File: config.mk
export PLATFORM = sky130hd
export DESIGN_NAME = qsic_top
export DESIGN_NICKNAME = d
export VERILOG_FILES = /design/src/qsic_pkg.sv /design/src/qsic_top.sv /design/src/panel_mux.sv /design/src/panel_shifter.sv /design/src/config_reg.sv /design/src/slave_cycle.sv /design/src/bus_sync.sv
export SDC_FILE = /design/constraint.sdc
export NUM_CORES = 1
export LEC_CHECK = 0
export BUFFER_PORTS_ARGS = -buffer_cell sky130_fd_sc_hd__buf_2
export CAP_MARGIN = 20
export CELL_PAD_IN_SITES_DETAIL_PLACEMENT = 0
export CELL_PAD_IN_SITES_GLOBAL_PLACEMENT = 1
export CORE_ASPECT_RATIO = 1.25
export CORE_UTILIZATION = 40
export CTS_CLUSTER_DIAMETER = 60
export CTS_CLUSTER_SIZE = 24
export DETAILED_ROUTE_END_ITERATION = 12
export PLACE_DENSITY_LB_ADDON = 0.12
export SYNTH_ARGS = -nofsm -noshare
export SYNTH_HDL_FRONTEND = slang
export SYNTH_SLANG_ARGS = --single-unit
File: constraint.sdc
create_clock -name clk20 -period 9.57 [get_ports clk20]
set_input_delay 1.914 -clock clk20 [delete_from_list [all_inputs] [get_ports clk20]]
set_output_delay 1.914 -clock clk20 [all_outputs]
set_load 0.01 [all_outputs]
File: src/qsic_pkg.sv
/*
 * shared widths, register address and panel geometry for the qbus slave
 * only the config register at 17720 (octal) in the i/o page is decoded
 * panel frame is 4 words of 36 bits, shifted msb first
 */

package qsic_pkg;

   // bus geometry
   parameter int dal_width      = 22;  // bdal lines
   parameter int data_width     = 16;  // register word
   parameter int reg_addr_width = 13;  // low bits decoded inside the i/o page

   parameter logic [reg_addr_width-1:0] conf_addr = 13'o17720;

   // indicator panel geometry
   parameter int panel_words     = 4;
   parameter int panel_word_bits = 36;
   parameter int frame_bits      = panel_words * panel_word_bits;  // 144

   // panel source index, 2 and 3 show a dark panel
   typedef logic [1:0] panel_sel_t;

   parameter panel_sel_t sel_lamptest = 2'd0;
   parameter panel_sel_t sel_monitor  = 2'd1;

   // field layout of the config word, gaps read back as zero
   typedef struct packed {
      logic [1:0] gap_hi;  // 15:14
      logic [1:0] count;   // 13:12, last list step shown
      logic       gap11;
      panel_sel_t list3;   // 10:9
      logic       gap8;
      panel_sel_t list2;   // 7:6
      logic       gap5;
      panel_sel_t list1;   // 4:3
      logic       gap2;
      panel_sel_t list0;   // 1:0
   } config_fields_t;

   // same 16 bits, raw bus word or decoded list
   typedef union packed {
      logic [data_width-1:0] raw;
      config_fields_t        fields;
   } config_word_u;

   // list 2,1,0,1 and count 2
   parameter config_word_u config_default = 16'h220A;

endpackage
File: src/qsic_top.sv
/*
 * qbus slave with the panel config register and the indicator panel scan
 * dal lines are split into in, out and tx enable, tristating is left to the pads
 */

`timescale 1ns/10ps

module qsic_top import qsic_pkg::*; #(
   parameter int settle_cycles = 1,
   parameter int panel_clk_div = 4
) (
   input  logic                 clk20,
   input  logic                 rst,
   input  logic                 rsync,
   input  logic                 rdin,
   input  logic                 rdout,
   input  logic                 rinit,
   input  logic                 bs7,
   input  logic                 wtbt,
   input  logic [dal_width-1:0] dal_in,
   output logic [dal_width-1:0] dal_out,
   output logic                 dal_tx,
   output logic                 dal_be,
   output logic                 dal_st,
   output logic                 trply,
   output logic                 ip_clk_pin,
   output logic                 ip_out_pin,
   output logic                 ip_latch_pin
);

   logic                  s_sync, s_din, s_dout;
   logic                  sync_rise, din_rise, dout_rise;
   logic                  wr_en;
   logic [data_width-1:0] wr_data, rd_data;
   config_word_u          cfg;
   logic [dal_width-1:0]  cap_addr;
   logic                  cap_bs7, read_cycle;
   logic                  frame_start, frame_done;
   logic [frame_bits-1:0] frame;

   bus_sync u_sync (
      .clk20(clk20), .rst(rst), .rsync(rsync), .rdin(rdin), .rdout(rdout),
      .s_sync(s_sync), .s_din(s_din), .s_dout(s_dout),
      .sync_rise(sync_rise), .din_rise(din_rise), .dout_rise(dout_rise)
   );

   slave_cycle #(.settle_cycles(settle_cycles)) u_slave (
      .clk20(clk20), .rst(rst), .rinit(rinit),
      .s_sync(s_sync), .s_din(s_din), .s_dout(s_dout),
      .sync_rise(sync_rise), .din_rise(din_rise), .dout_rise(dout_rise),
      .bs7(bs7), .wtbt(wtbt), .dal_in(dal_in), .rd_data(rd_data),
      .wr_en(wr_en), .wr_data(wr_data), .dal_out(dal_out),
      .dal_tx(dal_tx), .dal_be(dal_be), .dal_st(dal_st), .trply(trply),
      .cap_addr(cap_addr), .cap_bs7(cap_bs7), .read_cycle(read_cycle)
   );

   config_reg u_cfg (
      .clk20(clk20), .rst(rst), .rinit(rinit), .wr_en(wr_en),
      .wr_data(wr_data), .rd_data(rd_data), .cfg(cfg)
   );

   // monitor shows the synchronized strobes
   panel_mux u_mux (
      .clk20(clk20), .rst(rst), .rinit(rinit), .frame_done(frame_done),
      .cfg(cfg), .cap_addr(cap_addr), .cap_bs7(cap_bs7), .read_cycle(read_cycle),
      .rsync(s_sync), .rdin(s_din), .rdout(s_dout), .trply(trply), .dal_tx(dal_tx),
      .frame_start(frame_start), .frame(frame)
   );

   panel_shifter #(.panel_clk_div(panel_clk_div)) u_shift (
      .clk20(clk20), .rst(rst), .frame_start(frame_start), .frame(frame),
      .ip_clk_pin(ip_clk_pin), .ip_out_pin(ip_out_pin), .ip_latch_pin(ip_latch_pin),
      .frame_done(frame_done)
   );

endmodule

File: src/panel_mux.sv
/*
 * walks the configured panel list and hands one frame at a time to the shifter
 * steps 0 up to cfg count are shown, then back to 0
 * frame is sampled by the shifter in the frame_start cycle
 */

`timescale 1ns/10ps

module panel_mux import qsic_pkg::*; (
   input  logic                  clk20,
   input  logic                  rst,
   input  logic                  rinit,
   input  logic                  frame_done,
   input  config_word_u          cfg,
   input  logic [dal_width-1:0]  cap_addr,
   input  logic                  cap_bs7,
   input  logic                  read_cycle,
   input  logic                  rsync,
   input  logic                  rdin,
   input  logic                  rdout,
   input  logic                  trply,
   input  logic                  dal_tx,
   output logic                  frame_start,
   output logic [frame_bits-1:0] frame
);

   logic [1:0]                 step;
   logic                       kick;   // first frame after reset
   panel_sel_t                 sel;
   logic [panel_word_bits-1:0] mon_w0, mon_w1, mon_w2, mon_w3;

   always_ff @(posedge clk20) begin
      if (rst) begin
         step        <= '0;
         kick        <= 1'b1;
         frame_start <= 1'b0;
      end else begin
         kick        <= 1'b0;
         frame_start <= kick || frame_done;
         if (rinit) step <= '0;   // shifter keeps running, list restarts
         else if (frame_start) step <= (step == cfg.fields.count) ? 2'd0 : step + 2'd1;
      end
   end

   // list entry for this step
   always_comb begin
      case (step)
         2'd0:    sel = cfg.fields.list0;
         2'd1:    sel = cfg.fields.list1;
         2'd2:    sel = cfg.fields.list2;
         default: sel = cfg.fields.list3;
      endcase
   end

   // bus monitor, lamp positions kept from the full qsic panel
   assign mon_w0 = {dal_tx, 35'b0};
   assign mon_w1 = {read_cycle, cap_bs7, cap_addr, 12'b0};
   assign mon_w2 = {2'b0, rsync, rdin, rdout, 31'b0};   // live strobes
   assign mon_w3 = {5'b0, trply, 30'b0};                 // what we drive

   always_comb begin
      case (sel)
         sel_lamptest: frame = '1;
         sel_monitor:  frame = {mon_w0, mon_w1, mon_w2, mon_w3};
         default:      frame = '0;   // slots 2 and 3 dark
      endcase
   end

endmodule

File: src/panel_shifter.sv
/*
 * shifts one 144 bit frame to the indicator panels, msb first
 * each bit is set up during the low half of the panel clock
 * frame_start is ignored while a frame is still going out
 * pins are inverted on the board, idle level is high
 */

`timescale 1ns/10ps

module panel_shifter import qsic_pkg::*; #(
   parameter int panel_clk_div = 4  // clk20 cycles per half panel clock
) (
   input  logic                  clk20,
   input  logic                  rst,
   input  logic                  frame_start,
   input  logic [frame_bits-1:0] frame,
   output logic                  ip_clk_pin,
   output logic                  ip_out_pin,
   output logic                  ip_latch_pin,
   output logic                  frame_done
);

   localparam int div_w = (panel_clk_div > 1) ? $clog2(panel_clk_div) : 1;
   localparam int bit_w = $clog2(frame_bits);

   localparam logic [1:0] sh_idle  = 2'd0;
   localparam logic [1:0] sh_shift = 2'd1;
   localparam logic [1:0] sh_latch = 2'd2;

   logic [1:0]            state;
   logic [div_w-1:0]      div_cnt;
   logic                  half;     // 0 low half, 1 high half
   logic [bit_w-1:0]      bit_cnt;
   logic [frame_bits-1:0] sreg;
   logic                  tick;

   assign tick = (div_cnt == div_w'(panel_clk_div - 1));

   always_ff @(posedge clk20) begin
      if (rst) begin
         state      <= sh_idle;
         div_cnt    <= '0;
         half       <= 1'b0;
         bit_cnt    <= '0;
         frame_done <= 1'b0;
      end else begin
         frame_done <= 1'b0;
         div_cnt    <= (state == sh_idle || tick) ? '0 : div_cnt + 1'b1;
         case (state)
            sh_idle: begin
               half    <= 1'b0;
               bit_cnt <= '0;
               if (frame_start) state <= sh_shift;
            end
            sh_shift: begin
               if (tick) begin
                  half <= ~half;
                  if (half) begin   // end of high half, bit consumed
                     if (bit_cnt == bit_w'(frame_bits - 1)) state <= sh_latch;
                     else bit_cnt <= bit_cnt + 1'b1;
                  end
               end
            end
            default: begin          // latch held for one full panel clock
               if (tick) begin
                  half <= ~half;
                  if (half) begin
                     state      <= sh_idle;
                     frame_done <= 1'b1;
                  end
               end
            end
         endcase
      end
   end

   // frame data, no reset needed
   always_ff @(posedge clk20) begin
      if (state == sh_idle && frame_start) sreg <= frame;
      else if (state == sh_shift && tick && half) sreg <= sreg << 1;
   end

   // logical levels inverted onto the pins
   assign ip_clk_pin   = ~((state == sh_shift) && half);
   assign ip_out_pin   = ~((state == sh_shift) && sreg[frame_bits-1]);
   assign ip_latch_pin = ~(state == sh_latch);

endmodule

File: src/config_reg.sv
/*
 * panel configuration register, list of four panel sources plus a count
 * rinit from the bus restores the default list like rst does
 * gap bits are not stored and read back zero
 */

`timescale 1ns/10ps

module config_reg import qsic_pkg::*; (
   input  logic                  clk20,
   input  logic                  rst,
   input  logic                  rinit,
   input  logic                  wr_en,
   input  logic [data_width-1:0] wr_data,
   output logic [data_width-1:0] rd_data,
   output config_word_u          cfg
);

   config_word_u rd_view;

   always_ff @(posedge clk20) begin
      if (rst || rinit) begin
         cfg <= config_default;
      end else if (wr_en) begin
         // only the list and count fields take the write
         cfg.fields.list0 <= panel_sel_t'(wr_data[1:0]);
         cfg.fields.list1 <= panel_sel_t'(wr_data[4:3]);
         cfg.fields.list2 <= panel_sel_t'(wr_data[7:6]);
         cfg.fields.list3 <= panel_sel_t'(wr_data[10:9]);
         cfg.fields.count <= wr_data[13:12];
      end
   end

   // rebuild the word from fields, gaps forced low
   always_comb begin
      rd_view              = '0;
      rd_view.fields.list0 = cfg.fields.list0;
      rd_view.fields.list1 = cfg.fields.list1;
      rd_view.fields.list2 = cfg.fields.list2;
      rd_view.fields.list3 = cfg.fields.list3;
      rd_view.fields.count = cfg.fields.count;
   end

   assign rd_data = rd_view.raw;

endmodule

File: src/slave_cycle.sv
/*
 * qbus slave sequencing for one register, bus strobes must be synchronized
 * address is taken from dal_in on sync_rise, so it must still be held then
 * settle_cycles must be at least 1
 */

`timescale 1ns/10ps

module slave_cycle import qsic_pkg::*; #(
   parameter int settle_cycles = 1
) (
   input  logic                  clk20,
   input  logic                  rst,
   input  logic                  rinit,
   input  logic                  s_sync,
   input  logic                  s_din,
   input  logic                  s_dout,
   input  logic                  sync_rise,
   input  logic                  din_rise,
   input  logic                  dout_rise,
   input  logic                  bs7,
   input  logic                  wtbt,
   input  logic [dal_width-1:0]  dal_in,
   input  logic [data_width-1:0] rd_data,
   output logic                  wr_en,
   output logic [data_width-1:0] wr_data,
   output logic [dal_width-1:0]  dal_out,
   output logic                  dal_tx,
   output logic                  dal_be,
   output logic                  dal_st,
   output logic                  trply,
   output logic [dal_width-1:0]  cap_addr,
   output logic                  cap_bs7,
   output logic                  read_cycle
);

   localparam int cnt_w = (settle_cycles > 1) ? $clog2(settle_cycles) : 1;

   // reply states
   localparam logic [1:0] st_idle = 2'd0;
   localparam logic [1:0] st_turn = 2'd1;  // transceivers toward bus, waiting to settle
   localparam logic [1:0] st_rd   = 2'd2;  // dati reply up
   localparam logic [1:0] st_wr   = 2'd3;  // dato reply up

   logic [1:0]       state;
   logic [cnt_w-1:0] settle_cnt;
   logic             match;

   // addressing info grabbed at the start of the cycle
   always_ff @(posedge clk20) begin
      if (rst) begin
         cap_addr   <= '0;
         cap_bs7    <= 1'b0;
         read_cycle <= 1'b0;
      end else if (sync_rise) begin
         cap_addr   <= dal_in;
         cap_bs7    <= bs7;
         read_cycle <= ~wtbt;  // wtbt low during address means dati
      end
   end

   // only inside sync, and only in the i/o page
   assign match = s_sync && cap_bs7 && (cap_addr[reg_addr_width-1:0] == conf_addr);

   always_ff @(posedge clk20) begin
      if (rst || rinit) begin
         state      <= st_idle;
         settle_cnt <= '0;
         dal_tx     <= 1'b0;
         dal_be     <= 1'b0;
         dal_st     <= 1'b0;
         trply      <= 1'b0;
      end else begin
         case (state)
            st_idle: begin
               settle_cnt <= '0;
               if (match && din_rise) begin
                  dal_tx <= 1'b1;           // turn the transceivers first
                  state  <= st_turn;
               end else if (match && dout_rise) begin
                  trply <= 1'b1;            // writes answer at once
                  state <= st_wr;
               end
            end
            st_turn: begin
               if (!s_din) begin            // master gave up
                  dal_tx <= 1'b0;
                  state  <= st_idle;
               end else if (settle_cnt == cnt_w'(settle_cycles - 1)) begin
                  trply  <= 1'b1;
                  dal_be <= 1'b1;
                  dal_st <= 1'b1;
                  state  <= st_rd;
               end else begin
                  settle_cnt <= settle_cnt + 1'b1;
               end
            end
            st_rd: begin
               if (!s_din) begin
                  // drop everything together
                  dal_tx <= 1'b0;
                  dal_be <= 1'b0;
                  dal_st <= 1'b0;
                  trply  <= 1'b0;
                  state  <= st_idle;
               end
            end
            default: begin                  // st_wr
               if (!s_dout) begin
                  trply <= 1'b0;
                  state <= st_idle;
               end
            end
         endcase
      end
   end

   // register loads on the dout edge, data already on the lines
   assign wr_en   = match && dout_rise;
   assign wr_data = dal_in[data_width-1:0];

   // upper lines stay zero for a 16 bit register
   assign dal_out = dal_tx ? {{(dal_width - data_width){1'b0}}, rd_data} : '0;

endmodule

File: src/bus_sync.sv
/*
 * brings rsync, rdin and rdout into the clk20 domain
 * two flops per strobe, a third one for rising edge detect
 * level is valid two cycles after the bus edge
 */

`timescale 1ns/10ps

module bus_sync (
   input  logic clk20,
   input  logic rst,
   input  logic rsync,
   input  logic rdin,
   input  logic rdout,
   output logic s_sync,
   output logic s_din,
   output logic s_dout,
   output logic sync_rise,
   output logic din_rise,
   output logic dout_rise
);

   // bit 2 sync, bit 1 din, bit 0 dout
   logic [2:0] meta;   // first stage, may go metastable
   logic [2:0] lvl;    // stable level
   logic [2:0] prev;   // level one cycle back

   always_ff @(posedge clk20) begin
      if (rst) begin
         meta <= '0;
         lvl  <= '0;
         prev <= '0;
      end else begin
         meta <= {rsync, rdin, rdout};
         lvl  <= meta;
         prev <= lvl;
      end
   end

   assign {s_sync, s_din, s_dout} = lvl;

   // one cycle pulse on each low to high
   assign {sync_rise, din_rise, dout_rise} = lvl & ~prev;

endmodule

==> impl_metrics.toml, run 1 <==
[run_status]
status = "complete, no violations"

[floorplan]
io_pins = 59
dieHeight_um = 166
rows = 59
core-area_um2 = 21000
fp.dieW_um = 133
initial_core_util = 0.412
die_area_um2 = 22200

[placement]
dpl-instance-area_um2 = 9000
place_hpwl_mm = 9.66
io_buffers = 46
place.gp.congestion = 0.795
pre_cts_ws_ns = 6.19

[routing]
wl_per_cell_um = 14.9
finalWirelength_mm = 16.3
ant_nets = 0
avgViaCountPerCell = 5.10
num_vias = 5551
dr.pass1.iters = 5
drc_errors = 0
first_iter_violations = 537

[sta]
finClkSkew_ns = 0.0207
tns_ns = 0
hold_violations = 0
setup_viol = 0
slew_violations = 0
post-route-period-util = 0.360
min_period_ns = 3.44
slew_headroom = 0.283
worst_pin_slew_ns = 1.08
rsz0062_at_grt = "no"
fmax_ghz = 0.291
setup_ws_ns = 6.13

[yosys]
ys_seq_elements = 210
synth_cell_types = 50
synthesis.area_um2 = 8640
yosys_warnings = 0
synthArstFlopShare = 0
synth_cells = 794
synth_flop_cell = "edfxtp_1"
synth_top_area_share = 0.501
synth_edf_count = 144
synth_seq_area_share = 0.654
synth.top_cells.by_area = "edfxtp_1 (50%), dfxtp_1 (15%), nor2_1 (11%)"
synth_most_common_cell = "nor2_1"
ys_top_cells_by_count = "nor2_1 (243), edfxtp_1 (144), dfxtp_1 (66)"
syn_avg_cell_area_um2 = 10.9
synth_top_area_cell = "edfxtp_1"

[pwr]
clkPwrFrac = 0.345
max-vdd-ir-drop_mv = 0.138
power_frac_comb = 0.068
finalPower_mw = 1.76
p_switching_mw = 0.388
sw_frac_of_total = 0.220
internal_power_mw = 1.38
powerDensity_nw_per_um2 = 186
p_leak_nw = 3.33
p_seq_frac = 0.587

[final_layout]
area_delta_synth_final_pct = 9.69
fin_nets = 847
postLayoutCellArea_um2 = 9470
antenna_cells = 0
drive_above_1_share = 0.137

[clock_tree]
clkLatencyLatePin_ns = 0.47
cts_setup_buffers = 0
cts-resized-gates = 0
cts.clk_slew.worst_paths_ns = 0.08
cts_tree = "done"
cts_made_buffers = 14
clock-sinks = 210
htreeDepth = 1
cts_hold_buf = 0
cts_buffer_depth = 3
clock_tree.root_cell = "clkbuf_16"

[grt]
grt_pass1_vias = 5235
grt_pass1_wl_mm = 27.0
grt_use_total = 0.147
grt_max_degree = 115
antenna_found_initial = 0
grt.overflow.total = 0

[setup_path]
crit_fanout = 15
worstSetupEndpointType = "output pin"
critPathArrivalTime_ns = 1.53
worstSetupStartpointType = "flip-flop"
crit_required_ns = 7.66
path_class = "reg2out"

[min_path]
hold_path_class = "reg2reg"

[job]
maxCapViolations = 0
[flip-flops by register name, indices dropped and copies added, names as in the netlist, 2 cells and up]
name              flops
u_cfg.cfg            10
u_mux.step            2
u_shift.bit_cnt       8
u_shift.div_cnt       2
u_shift.sreg        144
u_shift.state         2
u_slave.cap_addr     22
u_slave.state         2
u_sync.lvl            3
u_sync.meta           3
u_sync.prev           3
[critical path, stage by stage, from the launching register on]
cell and delay, ns:
dfxtp_1 0.63, nor2b_1 0.23, nand2_1 0.07, buf_2 0.14
[metrics by stage]
step                      instances  hold slack, ns   util
after floorplan                 805           0.404      -
after global placement         1063           0.413  0.429
after detailed placement       1063           0.420  0.429
after CTS                      1087           0.439  0.450
after global routing           1089           0.454  0.452
final                          1089           0.440  0.452
[final cells by class]
class	instances	area, um2
Sequential cell	210	5650
Tap cell	274	343
Timing Repair Buffer	55	315
Fill cell	2041	11500
Multi-Input combinational cell	516	2690
Clock buffer	20	404
Inverter	10	37.5
Clock inverter	4	35.0
[cells by family after synthesis]
kind of cell	Yosys count	synth area share
compound gates	113	0.0988
xor+xnor	7	0.00710
fa+ha+maj	10	0.0145
buf+inv	79	0.0411
flops	210	0.654
other cells	1	0.000434
simple gates	374	0.184
[worst paths after layout]
path	start	end	slack (ns)	cells past startpoint
max reg2reg	u_shift.state[1]	u_shift.sreg[12]	6.29	4
max	u_shift.state[0]	ip_out_pin	6.13	3
min	u_shift.div_cnt[0]	u_shift.div_cnt[0]	0.44	1
min reg2reg	u_shift.div_cnt[0]	u_shift.div_cnt[0]	0.44	1
[power groups by stage]
stage	clock [mW]	sequential, mW	combinational (mW)
2_1_floorplan	0	1.05	0.0975
3_3_place_gp	0	1.06	0.118
3_5_place_dp	0	1.06	0.122
4_1_cts	0.632	1.04	0.122
5_1_grt	0.662	1.04	0.139
6_report	0.609	1.04	0.121
[cell usage in the layout, fill, tap and decap left out, types with 7 or more instances in the layout]
cell / count
edfxtp_1: 144
o221a_2: 30
inv_1: 10
nand2_1: 55
nor2b_1: 16
buf_4: 7
buf_2: 46
nor2_1: 243
o21ai_0: 16
ha_1: 10
conb_1: 12
clkbuf_16: 15
a21oi_1: 37
dfxtp_1: 66
nand3_1: 23
and2_1: 10
[per-layer routing]
metal | track usage | wire (um) | vias to the layer above
met3 | 0.0208 | 638 | 14
met2 | 0.236 | 7710 | 93
met5 | 0 | 0 | -
li1 | - | - | 2754
met4 | 0.0341 | 199 | 0
met1 | 0.210 | 7710 | 2690
Power figures use the tool's default switching activity.
==> run 2, diff against run 1 <==
==> constraint.sdc (replaced) <==
create_clock -name clk20 -period 3.3 [get_ports clk20]
set_input_delay 0.66 -clock clk20 [delete_from_list [all_inputs] [get_ports clk20]]
set_output_delay 0.66 -clock clk20 [all_outputs]
set_load 0.01 [all_outputs]
==> impl_metrics.toml, run 2 (synthesized netlist as in run 1, its figures left out) <==
[setup_path]
cp_slowest_stage_delay_ns = 0.79
slowest_stage = "buf_4"
worstSetupStartpointType = "flip-flop"
worstSetupEndpointType = "flip-flop"
path_class = "reg2reg"
crit_fanout = 89
cp_common_cell = "buf_4"
crit_required_ns = 3.65
path_cells = "nor3b_2 > buf_4 > buf_4 > o221a_2"
critPathArrivalTime_ns = 3.02

[clock_tree]
cts-resized-gates = 0
cts.clk_slew.worst_paths_ns = 0.09
cts_made_buffers = 16
clock_tree.root_cell = "clkbuf_16"
clkLatencyLatePin_ns = 0.49
cts_setup_buffers = 0
clock-sinks = 210
cts_hold_buf = 0
htreeDepth = 1
cts_buffer_depth = 3
cts_tree = "done"

[floorplan]
fp.dieW_um = 133
core-area_um2 = 21000
rows = 59
die_area_um2 = 22200
initial_core_util = 0.412
dieHeight_um = 166
io_pins = 59

[grt]
grt_use_total = 0.148
grt_pass1_wl_mm = 27.2
antenna_found_initial = 0
grt_max_degree = 97
grt_pass1_vias = 5450
grt.overflow.total = 0

[pwr]
internal_power_mw = 4.15
p_switching_mw = 1.27
sw_frac_of_total = 0.234
max-vdd-ir-drop_mv = 0.407
p_leak_nw = 3.38
powerDensity_nw_per_um2 = 566
clkPwrFrac = 0.382
p_seq_frac = 0.553
power_frac_comb = 0.065

[routing]
drc_errors = 0
num_vias = 5631
dr.pass1.iters = 7
first_iter_violations = 311
wl_per_cell_um = 15.2
finalWirelength_mm = 16.7
ant_nets = 0
avgViaCountPerCell = 5.15

[sta]
min_period_ns = 2.67
fin_hold_ws_ns = 0.362
setup_viol = 0
tns_ns = 0
rsz0062_at_grt = "no"
hold_violations = 0
fmax_ghz = 0.375
slew_violations = 0
finClkSkew_ns = 0.0195
worst_pin_slew_ns = 0.993
slew_headroom = 0.335
post-route-period-util = 0.809

[final_layout]
instances_no_fill = 1094
n_fill_cell = 2012
largest-register = "u_shift.sreg"
postLayoutCellArea_um2 = 9590
area_delta_synth_final_pct = 11.0
mostFrequentLayoutCell = "nor2_1"
fin_nets = 850
largestRegisters = "u_shift.sreg: 144 flops, u_slave.cap_addr: 22 flops, u_cfg.cfg: 10 flops"
final_cell_mix = "nor2_1 (243), edfxtp_1 (144), dfxtp_1 (66)"
drive_above_1_share = 0.148
largest_reg_flops = 144
antenna_cells = 0
final_core_util = 0.457

[min_path]
hold_path_class = "in2reg"

[placement]
post-place-cells = 1066
io_buffers = 46
place.gp.congestion = 0.770
dpl-instance-area_um2 = 9040
place_hpwl_mm = 9.76

[run_status]
status = "complete, no violations"

[job]
maxCapViolations = 0
-- run 2: cell count changes in the layout (fill, tap and decap cells not counted), moves of 2 or more --
cell       delta
clkbuf_16     +2
buf_4         +2
inv_8         +2
clkinv_8      +2
clkbuf_1      -2
inv_6         +2
-- run 2: power by group through the flow --
stage	clock network (mW)	registers (mW)	logic, mW
floorplan	0	3.05	0.283
global placement	0	3.06	0.347
detailed placement	0	3.06	0.358
CTS	2.14	3.00	0.361
global route	2.21	3.01	0.403
finish	2.07	3.00	0.353
-- run 2: area by class of cell --
cell class	count	area, um2	share of cell area
clock buffers	19	433	0.0451
clock inverters	9	116	0.0121
inverters	10	37.5	0.00391
multi-input cells	516	2700	0.281
flip-flops and latches	210	5650	0.589
well taps	274	343	0.0358
repair buffers	56	318	0.0331
-- run 2: through the flow --
stage                     setup WS [ns]  power (mW)
after floorplan                   0.491        3.33
final                             0.631        5.42
after global placement            0.723        3.41
after detailed placement          0.657        3.42
after CTS                         0.638        5.50
after global routing              0.436        5.63
-- run 2: worst paths after layout --
check	startpoint	endpoint	slack (ns)	cells past startpoint
setup reg to reg	u_shift.state[1]	u_shift.sreg[85]	0.63	4
setup / recovery	u_shift.state[1]	u_shift.sreg[85]	0.63	4
hold reg to reg	u_sync.meta[1]	u_sync.lvl[1]	0.44	1
hold / removal	wtbt	u_slave.read_cycle	0.36	2
-- run 2: per-layer routing --
metal  vias up  GRT usage  wire [um]
met4         0     0.0375        236
met1      2769      0.204       8070
met5         -          0          0
met3        19     0.0226        513
met2        80      0.243       7850
li1       2763          -          -
-- run 2: worst max-delay path: cells and delay by family (launching register included) --
kind                   cells  cell delay, ns
DFF                        1            0.49
buffers and inverters      2            1.32
and+or+nand+nor            1            0.29
AOI/OAI and AO/OA          1            0.32
==> run 3, diff against run 2 <==
==> constraint.sdc (replaced) <==
create_clock -name clk20 -period 2.7 [get_ports clk20]
set_input_delay 0.54 -clock clk20 [delete_from_list [all_inputs] [get_ports clk20]]
set_output_delay 0.54 -clock clk20 [all_outputs]
set_load 0.01 [all_outputs]
==> impl_metrics.toml, run 3 (synthesized netlist as in run 1, its figures left out) <==
[run_status]
status = "complete, no violations"

[setup_path]
cp-startpoint = "u_mux.step[0]"
r2r_cells = 7
r2r_start = "u_mux.step[0]"
crit_required_ns = 3.03
r2r_end = "u_shift.sreg[77]"
worstSetupEndpointType = "flip-flop"
worstSetupStartpointType = "flip-flop"
r2r_setup_slack_ns = 0.43
crit_fanout = 101
critPathArrivalTime_ns = 2.59
path_class = "reg2reg"

[clock_tree]
cts-resized-gates = 0
cts_setup_buffers = 0
cts_buffer_depth = 3
cts_tree = "done"
cts_made_buffers = 16
cts_hold_buf = 0
htreeDepth = 1
clkLatencyLatePin_ns = 0.49
cts.clk_slew.worst_paths_ns = 0.09
clock-sinks = 210
clock_tree.root_cell = "clkbuf_16"

[pwr]
powerDensity_nw_per_um2 = 677
max-vdd-ir-drop_mv = 0.515
p_leak_nw = 3.40

[sta]
slew_violations = 0
worst_pin_slew_ns = 0.902
post-route-period-util = 0.839
setup_viol = 0
hold_violations = 0
finClkSkew_ns = 0.0229
fin_hold_ws_ns = 0.243
slew_headroom = 0.399
min_period_ns = 2.27
setup_ws_ns = 0.434
fmax_ghz = 0.441
rsz0062_at_grt = "no"
tns_ns = 0

[final_layout]
instances_no_fill = 1098
antenna_cells = 0
area_delta_synth_final_pct = 11.6
drive_above_1_share = 0.153
multi_input_area_um2 = 2690
fin_nets = 854
final_cell_mix = "nor2_1 (243), edfxtp_1 (144), dfxtp_1 (66)"
n_fill_cell = 1999
mostFrequentLayoutCell = "nor2_1"
largest-register = "u_shift.sreg"
largest_reg_flops = 144
largestRegisters = "u_shift.sreg: 144 flops, u_slave.cap_addr: 22 flops, u_cfg.cfg: 10 flops"
final_core_util = 0.460
register_area_um2 = 5650

[floorplan]
fp.dieW_um = 133
die_area_um2 = 22200
dieHeight_um = 166
io_pins = 59
core-area_um2 = 21000
rows = 59
initial_core_util = 0.412

[routing]
ant_nets = 0
num_vias = 5621
first_iter_violations = 345
drc_errors = 0
dr.pass1.iters = 5
avgViaCountPerCell = 5.12
wl_per_cell_um = 14.7
finalWirelength_mm = 16.2

[grt]
grt_pass1_vias = 5347
grt_pass1_wl_mm = 26.9
antenna_found_initial = 0
grt_use_total = 0.147
grt_max_degree = 145
grt.overflow.total = 0

[placement]
pre_cts_ws_ns = 0.197
place_hpwl_mm = 9.47
post-place-cells = 1069
io_buffers = 46
place.gp.congestion = 0.766

[job]
maxCapViolations = 0

[min_path]
hold_depth = 2
hold_end = "u_slave.read_cycle"
hold_path_class = "in2reg"
hold_start = "wtbt"
## run 3: changes by cell type in the layout (fill, tap and decap cells not counted), moves of 2 or more
cell	before	now
inv_8	2	0
buf_12	1	3
clkinvlp_4	0	3
inv_6	2	5
clkbuf_1	2	0
## run 3: worst max path at each step
stage,to,cells after the start
finish,u_shift.sreg[77],7
global route,u_shift.sreg[14],7
CTS,u_shift.sreg[120],6
detailed placement,u_shift.sreg[14],6
global placement,u_shift.sreg[42],6
floorplan,u_shift.sreg[0],5
## run 3: through the flow
step	instance area [um2]	power, mW
after floorplan	8680	4.07
after global placement	9080	4.17
after detailed placement	9080	4.19
after CTS	9620	6.63
after global routing	9640	6.81
final	9640	6.53
## run 3: critical path, stage by stage, from the launching register on
cell and delay (ns):
dfxtp_1 0.43, inv_1 0.11, ha_1 0.23, a222oi_1 0.45
a31oi_1 0.17, and2_4 0.26, buf_16 0.25, nor2_1 0.16
## run 3: report_power, final
part	total [mW]	switching [mW]	internal, mW	leakage, nW
Combinational	0.440	0.273	0.167	1.28
Sequential	3.67	0.0519	3.62	1.87
Clock	2.42	1.21	1.20	0.251
Total	6.53	1.54	4.99	3.40
## run 3: metal layers
metal	GRT usage	part of all wire
met1	0.203	0.48
met2	0.235	0.46
met4	0.0445	0.019
met5	0	0
met3	0.0253	0.039
## run 3: layout make-up
cell class	count	share of cell area
clock inverters	11	0.0109
well taps	274	0.0356
repair buffers	60	0.0407
flip-flops and latches	210	0.585
multi-input cells	516	0.279
inverters	10	0.00389
clock buffers	17	0.0441
